File: src/rs_settings.svh
/*
 * reservation station sizing
 * entry count, ROB tag space and datapath width
 * shared by the packages and the RTL
 */

`ifndef RS_SETTINGS_SVH
`define RS_SETTINGS_SVH

// number of reservation station entries
// also the size of the dispatch credit pool
`define RS_DEPTH 8

// number of ROB tags
// power of two so tag arithmetic wraps by itself
`define ROB_DEPTH 16

// operand and result width
`define DATA_WIDTH 32

// shifts only look at this many low bits of operand b
`define SHAMT_WIDTH 5

`endif

File: src/alu_op_pkg.sv
/*
 * integer ALU types
 * opcode encoding and the data word carried on operands and CDB
 */

`default_nettype none

`include "rs_settings.svh"

package alu_op_pkg;

    // operand / result word
    typedef logic [`DATA_WIDTH-1:0] data_word_t;

    // 3-bit opcode, all eight codes used
    typedef enum logic [2:0] {
        ALU_ADD = 3'd0,
        ALU_SUB = 3'd1,
        ALU_AND = 3'd2,
        ALU_OR  = 3'd3,
        ALU_XOR = 3'd4,
        // shift amount from low bits of b
        ALU_SLL = 3'd5,
        ALU_SRL = 3'd6,
        // signed compare, result is 1 or 0
        ALU_SLT = 3'd7
    } alu_op_e;

endpackage

`default_nettype wire

File: src/rs_tag_pkg.sv
/*
 * reservation station tag types
 * ROB tag, entry index and the entry state encoding
 */

`default_nettype none

`include "rs_settings.svh"

package rs_tag_pkg;

    // tag of an in-flight instruction in the ROB
    typedef logic [$clog2(`ROB_DEPTH)-1:0] rob_tag_t;

    // position of an entry inside the station
    typedef logic [$clog2(`RS_DEPTH)-1:0] rs_index_t;

    // entry life cycle
    // free -> wait -> ready -> free, or free -> ready straight away
    typedef enum logic [1:0] {
        ENTRY_FREE  = 2'd0,
        // at least one operand still pending
        ENTRY_WAIT  = 2'd1,
        // both operands captured, can issue
        ENTRY_READY = 2'd2
    } entry_state_e;

endpackage

`default_nettype wire

File: src/rs_entry.sv
/*
 * single reservation station entry
 * captures a dispatched instruction, snoops the CDB for its
 * pending operands and raises ready once both are present
 */

`default_nettype none

module rs_entry
    import rs_tag_pkg::*;
    import alu_op_pkg::*;
(
    input  wire logic    clock,
    input  wire logic    reset,
    input  wire logic    load,
    input  wire logic    clear,
    input  alu_op_e      load_op,
    input  rob_tag_t     load_tag,
    input  wire logic    load_src1_ready,
    input  rob_tag_t     load_src1_tag,
    input  data_word_t   load_src1_value,
    input  wire logic    load_src2_ready,
    input  rob_tag_t     load_src2_tag,
    input  data_word_t   load_src2_value,
    input  wire logic    cdb_valid,
    input  rob_tag_t     cdb_tag,
    input  data_word_t   cdb_value,
    output logic         busy,
    output logic         ready,
    output alu_op_e      entry_op,
    output rob_tag_t     entry_tag,
    output data_word_t   entry_a,
    output data_word_t   entry_b
);

    entry_state_e state;
    logic         src1_present;
    logic         src2_present;
    rob_tag_t     src1_tag;
    rob_tag_t     src2_tag;

    // bypass: producer broadcasting in the dispatch cycle
    logic load_hit1;
    logic load_hit2;
    // wakeup while parked in the station
    logic wake1;
    logic wake2;
    // operand presence after this edge
    logic src1_next;
    logic src2_next;

    assign load_hit1 = cdb_valid && !load_src1_ready && (cdb_tag == load_src1_tag);
    assign load_hit2 = cdb_valid && !load_src2_ready && (cdb_tag == load_src2_tag);

    assign wake1 = (state == ENTRY_WAIT) && cdb_valid && !src1_present && (cdb_tag == src1_tag);
    assign wake2 = (state == ENTRY_WAIT) && cdb_valid && !src2_present && (cdb_tag == src2_tag);

    assign src1_next = load ? (load_src1_ready || load_hit1) : (src1_present || wake1);
    assign src2_next = load ? (load_src2_ready || load_hit2) : (src2_present || wake2);

    assign busy  = (state != ENTRY_FREE);
    assign ready = (state == ENTRY_READY);

    //////////////////////////////////////////////////
    // state
    //////////////////////////////////////////////////

    always_ff @(posedge clock) begin
        if (reset) begin
            state <= ENTRY_FREE;
        end else if (clear) begin
            // issued this cycle, slot goes back to the pool
            state <= ENTRY_FREE;
        end else if (load) begin
            state <= (src1_next && src2_next) ? ENTRY_READY : ENTRY_WAIT;
        end else if ((state == ENTRY_WAIT) && src1_next && src2_next) begin
            state <= ENTRY_READY;
        end
    end

    //////////////////////////////////////////////////
    // payload and operand capture
    //////////////////////////////////////////////////

    always_ff @(posedge clock) begin
        src1_present <= src1_next;
        src2_present <= src2_next;
        if (load) begin
            entry_op  <= load_op;
            entry_tag <= load_tag;
            src1_tag  <= load_src1_tag;
            src2_tag  <= load_src2_tag;
            entry_a   <= load_hit1 ? cdb_value : load_src1_value;
            entry_b   <= load_hit2 ? cdb_value : load_src2_value;
        end else begin
            // latch the broadcast value for a matching pending tag
            if (wake1) begin
                entry_a <= cdb_value;
            end
            if (wake2) begin
                entry_b <= cdb_value;
            end
        end
    end

    // allocation only ever picks a free slot
    a_load_free: assert property (@(posedge clock) disable iff (reset) load |-> !busy)
        else $error("rs_entry: load into a busy entry");

    // the selector only grants entries holding both operands
    a_clear_ready: assert property (@(posedge clock) disable iff (reset) clear |-> ready)
        else $error("rs_entry: clear of an entry that is not ready");

endmodule

`default_nettype wire

File: src/age_select.sv
/*
 * oldest-first issue selector
 * age of a requester is its ROB tag minus the ROB head mod ROB depth
 * a binary tree of two-way compare nodes keeps the smallest age,
 * so the oldest ready instruction wins and ties go to the lower index
 */

`default_nettype none

`include "rs_settings.svh"

module age_select
    import rs_tag_pkg::*;
(
    input  wire logic [`RS_DEPTH-1:0] request,
    input  rob_tag_t                  request_tag [`RS_DEPTH],
    input  rob_tag_t                  rob_head,
    output logic      [`RS_DEPTH-1:0] grant,
    output rs_index_t                 grant_index,
    output logic                      grant_valid
);

    // heap layout with node n over children 2n+1 and 2n+2
    // leaves sit at RS_DEPTH-1 .. 2*RS_DEPTH-2 in entry order
    localparam int NODES = 2 * `RS_DEPTH - 1;
    localparam int LEAF0 = `RS_DEPTH - 1;

    logic      node_valid [NODES];
    rob_tag_t  node_age   [NODES];
    rs_index_t node_index [NODES];
    logic      grant_oldest;

    //////////////////////////////////////////////////
    // leaves
    //////////////////////////////////////////////////

    for (genvar i = 0; i < `RS_DEPTH; i++) begin : g_leaf
        assign node_valid[LEAF0 + i] = request[i];
        // tag width wraps the subtraction for us
        assign node_age[LEAF0 + i]   = request_tag[i] - rob_head;
        assign node_index[LEAF0 + i] = rs_index_t'(i);
    end

    //////////////////////////////////////////////////
    // compare tree
    //////////////////////////////////////////////////

    for (genvar n = 0; n < LEAF0; n++) begin : g_node
        logic take_left;

        // left wins if the right is idle or not older
        assign take_left = node_valid[2*n+1]
                        && (!node_valid[2*n+2] || (node_age[2*n+1] <= node_age[2*n+2]));

        assign node_valid[n] = node_valid[2*n+1] || node_valid[2*n+2];
        assign node_age[n]   = take_left ? node_age[2*n+1]   : node_age[2*n+2];
        assign node_index[n] = take_left ? node_index[2*n+1] : node_index[2*n+2];
    end

    // root carries the winner
    assign grant_valid = node_valid[0];
    assign grant_index = node_index[0];

    always_comb begin
        grant              = '0;
        grant[grant_index] = grant_valid;
    end

    // the winner is a requester and no requester is older than it
    always_comb begin
        grant_oldest = !grant_valid || request[grant_index];
        for (int i = 0; i < `RS_DEPTH; i++) begin
            if (grant_valid && request[i]
                && (rob_tag_t'(request_tag[i] - rob_head)
                    < rob_tag_t'(request_tag[grant_index] - rob_head))) begin
                grant_oldest = 1'b0;
            end
        end
        a_grant_oldest: assert (grant_oldest)
            else $error("age_select: grant is not the oldest request");
    end

endmodule

`default_nettype wire

File: src/reservation_station.sv
/*
 * reservation station
 * RS_DEPTH entries; dispatch fills the lowest free slot, the age
 * selector issues the oldest ready one, and each issue hands a
 * credit back to the dispatcher one cycle later
 */

`default_nettype none

`include "rs_settings.svh"

module reservation_station
    import rs_tag_pkg::*;
    import alu_op_pkg::*;
(
    input  wire logic  clock,
    input  wire logic  reset,
    input  rob_tag_t   rob_head,
    input  wire logic  dispatch_valid,
    input  alu_op_e    dispatch_op,
    input  rob_tag_t   dispatch_tag,
    input  wire logic  dispatch_src1_ready,
    input  rob_tag_t   dispatch_src1_tag,
    input  data_word_t dispatch_src1_value,
    input  wire logic  dispatch_src2_ready,
    input  rob_tag_t   dispatch_src2_tag,
    input  data_word_t dispatch_src2_value,
    input  wire logic  cdb_valid,
    input  rob_tag_t   cdb_tag,
    input  data_word_t cdb_value,
    output logic       credit_return,
    output logic       issue_valid,
    output alu_op_e    issue_op,
    output rob_tag_t   issue_tag,
    output data_word_t issue_a,
    output data_word_t issue_b
);

    logic [`RS_DEPTH-1:0] busy;
    logic [`RS_DEPTH-1:0] ready;
    logic [`RS_DEPTH-1:0] free;
    logic [`RS_DEPTH-1:0] free_lowest;
    logic [`RS_DEPTH-1:0] load;
    logic [`RS_DEPTH-1:0] grant;
    rs_index_t            grant_index;
    logic                 grant_valid;

    alu_op_e    entry_op  [`RS_DEPTH];
    rob_tag_t   entry_tag [`RS_DEPTH];
    data_word_t entry_a   [`RS_DEPTH];
    data_word_t entry_b   [`RS_DEPTH];

    //////////////////////////////////////////////////
    // allocation
    //////////////////////////////////////////////////

    // lowest set bit of the free mask
    assign free        = ~busy;
    assign free_lowest = free & (~free + 1'b1);
    assign load        = {`RS_DEPTH{dispatch_valid}} & free_lowest;

    for (genvar i = 0; i < `RS_DEPTH; i++) begin : g_entry
        rs_entry u_entry (
            .clock           (clock),
            .reset           (reset),
            .load            (load[i]),
            // the issued entry frees at the next edge
            .clear           (grant[i]),
            .load_op         (dispatch_op),
            .load_tag        (dispatch_tag),
            .load_src1_ready (dispatch_src1_ready),
            .load_src1_tag   (dispatch_src1_tag),
            .load_src1_value (dispatch_src1_value),
            .load_src2_ready (dispatch_src2_ready),
            .load_src2_tag   (dispatch_src2_tag),
            .load_src2_value (dispatch_src2_value),
            .cdb_valid       (cdb_valid),
            .cdb_tag         (cdb_tag),
            .cdb_value       (cdb_value),
            .busy            (busy[i]),
            .ready           (ready[i]),
            .entry_op        (entry_op[i]),
            .entry_tag       (entry_tag[i]),
            .entry_a         (entry_a[i]),
            .entry_b         (entry_b[i])
        );
    end

    //////////////////////////////////////////////////
    // issue select and mux
    //////////////////////////////////////////////////

    age_select u_select (
        .request     (ready),
        .request_tag (entry_tag),
        .rob_head    (rob_head),
        .grant       (grant),
        .grant_index (grant_index),
        .grant_valid (grant_valid)
    );

    // combinational from entry state, no back-pressure from the ALU
    assign issue_valid = grant_valid;
    assign issue_op    = entry_op[grant_index];
    assign issue_tag   = entry_tag[grant_index];
    assign issue_a     = entry_a[grant_index];
    assign issue_b     = entry_b[grant_index];

    // one credit back per issue, a cycle later
    always_ff @(posedge clock) begin
        if (reset) begin
            credit_return <= 1'b0;
        end else begin
            credit_return <= grant_valid;
        end
    end

    // a credit always means a free slot, otherwise the dispatcher overspent
    a_credit_ok: assert property (@(posedge clock) disable iff (reset)
        dispatch_valid |-> !(&busy))
        else $error("reservation_station: dispatch with every entry busy");

endmodule

`default_nettype wire

File: src/alu_unit.sv
/*
 * two-stage integer ALU
 * stage 1 registers the issued operands, stage 2 computes and
 * registers the result onto the CDB; one op per cycle
 */

`default_nettype none

`include "rs_settings.svh"

module alu_unit
    import rs_tag_pkg::*;
    import alu_op_pkg::*;
(
    input  wire logic  clock,
    input  wire logic  reset,
    input  wire logic  issue_valid,
    input  alu_op_e    issue_op,
    input  rob_tag_t   issue_tag,
    input  data_word_t issue_a,
    input  data_word_t issue_b,
    output logic       cdb_valid,
    output rob_tag_t   cdb_tag,
    output data_word_t cdb_value
);

    logic       s1_valid;
    alu_op_e    s1_op;
    rob_tag_t   s1_tag;
    data_word_t s1_a;
    data_word_t s1_b;
    data_word_t result;

    //////////////////////////////////////////////////
    // stage 1: operand capture
    //////////////////////////////////////////////////

    always_ff @(posedge clock) begin
        if (reset) begin
            s1_valid <= 1'b0;
        end else begin
            s1_valid <= issue_valid;
        end
        s1_op  <= issue_op;
        s1_tag <= issue_tag;
        s1_a   <= issue_a;
        s1_b   <= issue_b;
    end

    // function of the op
    always_comb begin
        unique case (s1_op)
            ALU_ADD: result = s1_a + s1_b;
            ALU_SUB: result = s1_a - s1_b;
            ALU_AND: result = s1_a & s1_b;
            ALU_OR:  result = s1_a | s1_b;
            ALU_XOR: result = s1_a ^ s1_b;
            ALU_SLL: result = s1_a << s1_b[`SHAMT_WIDTH-1:0];
            ALU_SRL: result = s1_a >> s1_b[`SHAMT_WIDTH-1:0];
            ALU_SLT: result = data_word_t'($signed(s1_a) < $signed(s1_b));
            default: result = '0;
        endcase
    end

    //////////////////////////////////////////////////
    // stage 2: CDB drive
    //////////////////////////////////////////////////

    always_ff @(posedge clock) begin
        if (reset) begin
            cdb_valid <= 1'b0;
        end else begin
            cdb_valid <= s1_valid;
        end
        cdb_tag   <= s1_tag;
        cdb_value <= result;
    end

endmodule

`default_nettype wire

File: src/rs_core.sv
/*
 * issue subsystem top
 * reservation station feeding one integer ALU, with the ALU's
 * CDB looped back for wakeup and driven out as the result
 */

`default_nettype none

module rs_core
    import rs_tag_pkg::*;
    import alu_op_pkg::*;
(
    input  wire logic  clock,
    input  wire logic  reset,
    input  rob_tag_t   rob_head,
    input  wire logic  dispatch_valid,
    input  alu_op_e    dispatch_op,
    input  rob_tag_t   dispatch_tag,
    input  wire logic  dispatch_src1_ready,
    input  rob_tag_t   dispatch_src1_tag,
    input  data_word_t dispatch_src1_value,
    input  wire logic  dispatch_src2_ready,
    input  rob_tag_t   dispatch_src2_tag,
    input  data_word_t dispatch_src2_value,
    output logic       credit_return,
    output logic       cdb_valid,
    output rob_tag_t   cdb_tag,
    output data_word_t cdb_value
);

    // station to ALU, no flow control
    logic       issue_valid;
    alu_op_e    issue_op;
    rob_tag_t   issue_tag;
    data_word_t issue_a;
    data_word_t issue_b;

    reservation_station u_station (
        .clock               (clock),
        .reset               (reset),
        .rob_head            (rob_head),
        .dispatch_valid      (dispatch_valid),
        .dispatch_op         (dispatch_op),
        .dispatch_tag        (dispatch_tag),
        .dispatch_src1_ready (dispatch_src1_ready),
        .dispatch_src1_tag   (dispatch_src1_tag),
        .dispatch_src1_value (dispatch_src1_value),
        .dispatch_src2_ready (dispatch_src2_ready),
        .dispatch_src2_tag   (dispatch_src2_tag),
        .dispatch_src2_value (dispatch_src2_value),
        // wakeup straight from the ALU's result register
        .cdb_valid           (cdb_valid),
        .cdb_tag             (cdb_tag),
        .cdb_value           (cdb_value),
        .credit_return       (credit_return),
        .issue_valid         (issue_valid),
        .issue_op            (issue_op),
        .issue_tag           (issue_tag),
        .issue_a             (issue_a),
        .issue_b             (issue_b)
    );

    alu_unit u_alu (
        .clock       (clock),
        .reset       (reset),
        .issue_valid (issue_valid),
        .issue_op    (issue_op),
        .issue_tag   (issue_tag),
        .issue_a     (issue_a),
        .issue_b     (issue_b),
        .cdb_valid   (cdb_valid),
        .cdb_tag     (cdb_tag),
        .cdb_value   (cdb_value)
    );

endmodule

`default_nettype wire

File: config.mk
export PLATFORM = sky130hd
export DESIGN_NAME = rs_core
export DESIGN_NICKNAME = d
export VERILOG_FILES = /design/src/alu_op_pkg.sv /design/src/rs_tag_pkg.sv /design/src/rs_entry.sv /design/src/age_select.sv /design/src/reservation_station.sv /design/src/alu_unit.sv /design/src/rs_core.sv
export VERILOG_INCLUDE_DIRS = /design/src
export SDC_FILE = /design/constraint.sdc
export NUM_CORES = 2
export LEC_CHECK = 0
export BUFFER_PORTS_ARGS = -buffer_cell sky130_fd_sc_hd__buf_4
export CORE_ASPECT_RATIO = 1.4
export CORE_MARGIN = 2
export CORE_UTILIZATION = 32
export CTS_CLUSTER_DIAMETER = 150
export DETAILED_ROUTE_END_ITERATION = 10
export PLACE_DENSITY = 0.52
export SLEW_MARGIN = 30
export SYNTH_ARGS = -nofsm -noshare
export SYNTH_HDL_FRONTEND = slang
export SYNTH_SLANG_ARGS = --single-unit
export TNS_END_PERCENT = 20
File: constraint.sdc
create_clock -name clock -period 9.3 [get_ports clock]
set_input_delay 0.93 -clock clock [delete_from_list [all_inputs] [get_ports clock]]
set_output_delay 0.93 -clock clock [all_outputs]
set_load 0.01 [all_outputs]
==> run_results.csv <==
group,metric,value,unit
clock_tree,root_buffer,"clkbuf_16",
synth,ys_ff_latch,773,
clock_tree,cts_hold_buf,0,
synth,synth.area.mux_share,22.9,%
cells_and_area,nNetsFinal,4285,
power_and_ir_drop,power_density,356,nW/um^2
placed_design,dp.cells,5859,
global_route,grt_pass1_wl,228000,um
clock_tree,clock_latency,700,ps
critical_path,required,9840,ps
sta,worst_slew_pin_slew,1040,ps
critical_path,critPathLaunchType,"input port",
sta,relSlewSlack,30.5,%
clock_tree,cts_resized,0,
sta,setup_tns,0,ps
synth,post-synth-top-count-cell,"nand2_1",
clock_tree,clock_sinks,773,
route,firstDrtPassIters,5,
global_route,grt_pass1_vias,33400,
sta,final-setup-viol-count,0,
cells_and_area,finalNonFillerCells,6010,
cells_and_area,final_area,51600,um^2
synth,ys_seq_area_share,47.9,%
global_route,grt.total_usage,21.2,%
sta,hold_viol,0,
floorplan,die_area,145000,um^2
critical_path,cpPeakStageDelay,550,ps
power_and_ir_drop,p_total,18.3,mW
sta,fin_skew,35.8,ps
floorplan,start_util,32.2,%
sta,fin_crit,8120,ps
cells_and_area,syn_to_final_growth,13.4,%
power_and_ir_drop,leakage,18.4,nW
synth,synth_top_area_share,41.7,%
floorplan,core_area,141000,um^2
synth,synth_area_leader_cell,"edfxtp_1",
floorplan,fp.dieW,323,um
synth,synth_commonest_cells,"659 x nand2_1, 632 x edfxtp_1, 487 x mux2_2, 326 x mux2i_1, 219 x clkbuf_1",
synth,synth-simple-area-share,10.6,%
critical_path,end_kind,"flip-flop",
sta,rsz0062_at_grt,"no",
floorplan,fp.dieH,450,um
route,drtIter0Drc,2333,
cells_and_area,drive_gt1_share,23.3,%
sta,fmaxAchievable,0.123,GHz
synth,ys_warn_count,0,
clock_tree,clockBufferDepth,3,
synth,synth_edf_count,632,
clock_tree,cts_inserted_buffers,80,
placed_design,pre_cts_ws,586,ps
sta,min_period_over_period,87.3,%
critical_path,crit_type,"input port to flip-flop",
synth,avgSynthCellArea,11.3,um^2
route,wl_per_cell,25.8,um
placed_design,dpl_cell_area,48800,um^2
synth,synth_area_leaders,"edfxtp_1 42%, mux2_2 12%, mux2i_1 7.2%, dfxtp_1 6.2%, nand2_1 5.4%",
global_route,grt_max_degree,145,
placed_design,gp_congestion,0.973,
synth,synth_cell_types,83,
clock_tree,cts_tree,"built",
cells_and_area,regArea,21800,um^2
worst_hold_path,hp-class,"flip-flop to flip-flop",
synth,async_flop_share,0,%
clock_tree,cts_setup_buffers,0,
synth,synth_compound_area_share,8.06,%
power_and_ir_drop,ir_drop,0.250,mV
clock_tree,ctsHtreeMaxLevel,3,
synth,synth_top_family_by_area,"multiplexers",
route,wl,155000,um
route,num_vias,32900,
cells_and_area,multi_input_area,22200,um^2
placed_design,portBuffers,125,
synth,syn_inst,4020,
cells_and_area,fin_util,36.6,%
clock_tree,clkTransAtPathRegs,60,ps
critical_path,crit_arrival,8660,ps
sta,timing.final.ws_setup,1180,ps
sta,whs,327,ps
synth,synth_area,45500,um^2
synth,synth_xor_area_share,2.16,%
synth,yosys_most_used_dff,"edfxtp_1",
critical_path,path_max_fanout,55,
route,vias_per_cell,5.47,
synth,synth-adder-area-share,4.42,%
global_route,grt_overflow,0,
run,drv_cap,0,
cells_and_area,nFillCells,14200,
global_route,antenna_found_initial,9,
floorplan,num_io_pins,126,
floorplan,row_count,163,
route,ant_nets,0,
route,drc,0,
placed_design,hpwl,101000,um
critical_path,slowest_stage,"nor3_1",
synth,mappedNetlistNets,4261,
sta,slew_violations,0,
critical_path,path_common_cell,"o21a_1",
run_status,status,"complete, no violations",
==> critical path, delay by kind of cell <==
family,cells,cell delay (ps)
buffers and inverters,5,1240
and+or+nand+nor,8,2160
adders and majority gates,5,1710
muxes,1,180
AOI/OAI and AO/OA,12,2310
==> cells in the final DEF (no fill, tap or decap), types with 34 or more instances in the layout <==
cell type  synthesis  routed
edfxtp_1         632     632
clkbuf_16          0      83
a21oi_1          118     117
mux2_2           487     487
mux2i_1          326     326
xor2_1            39      39
inv_1            149     147
buf_4             21     209
xnor2_1           73      73
or4_1             76      76
a22oi_1           38      38
o21ai_0          126     126
dfxtp_1          141     137
nand2_1          659     659
nand3_1           34      34
ha_1             143     143
nor2_1           166     150
mux4_2            59      59
o22ai_1           39      39
==> logic make-up after synthesis <==
| group | Yosys count |
|---|---|
| AND/OR/NAND/NOR | 1093 |
| AO/OA/AOI/OAI | 552 |
| buffers and inverters | 433 |
| XOR/XNOR | 112 |
| flip-flops | 773 |
| multiplexers | 902 |
| adder cells (fa/ha/maj) | 155 |
==> state kept, by name (all words and copies together), names as in the netlist, 32 cells and up <==
| name | cells |
|---|---|
| u_station.g_entry.u_entry.src2_tag | 32 |
| u_station.g_entry.u_entry.entry_b | 256 |
| u_alu.s1_a | 32 |
| u_alu.s1_b | 32 |
| u_station.g_entry.u_entry.src1_tag | 32 |
| u_alu.cdb_value | 32 |
| u_station.g_entry.u_entry.entry_tag | 32 |
| u_station.g_entry.u_entry.entry_a | 256 |
==> area by class of cell <==
type | count | area share, %
Tap cell | 1897 | 4.60
Sequential cell | 773 | 42.3
Antenna cell | 2 | 0.00970
Clock buffer | 121 | 4.63
Clock inverter | 28 | 0.735
Timing Repair Buffer | 222 | 3.59
Inverter | 153 | 1.11
Multi-Input combinational cell | 2814 | 43.0
==> layer usage <==
metal | up-vias | global-route usage, % | wire (um)
met4 | 12 | 9.47 | 6900
met3 | 318 | 3.00 | 7010
li1 | 14800 | - | -
met5 | - | 0 | 73
met1 | 16800 | 25.2 | 61700
met2 | 953 | 37.8 | 79600
==> where the power goes <==
part / internal [mW] / switching [mW] / leakage, nW / total, mW
sequential: 4.63 / 0.728 / 6.97 / 5.36
combinational: 3.94 / 5.63 / 10.1 / 9.57
clock: 1.98 / 1.43 / 1.35 / 3.41
==> path summary, 6_finish.rpt <==
| check | start | endpoint | slack, ps | cells past startpoint |
|---|---|---|---|---|
| max | rob_head[1] | u_alu.s1_b[13] | 1180 | 31 |
| min | u_alu.s1_tag[2] | u_alu.cdb_tag[2] | 330 | 0 |
| max reg2reg | u_station.g_entry[5].u_entry.entry_tag[0] | u_alu.s1_b[13] | 1360 | 32 |
| min reg2reg | u_alu.s1_tag[2] | u_alu.cdb_tag[2] | 330 | 0 |
No activity file was read; power rests on OpenSTA's default activity.
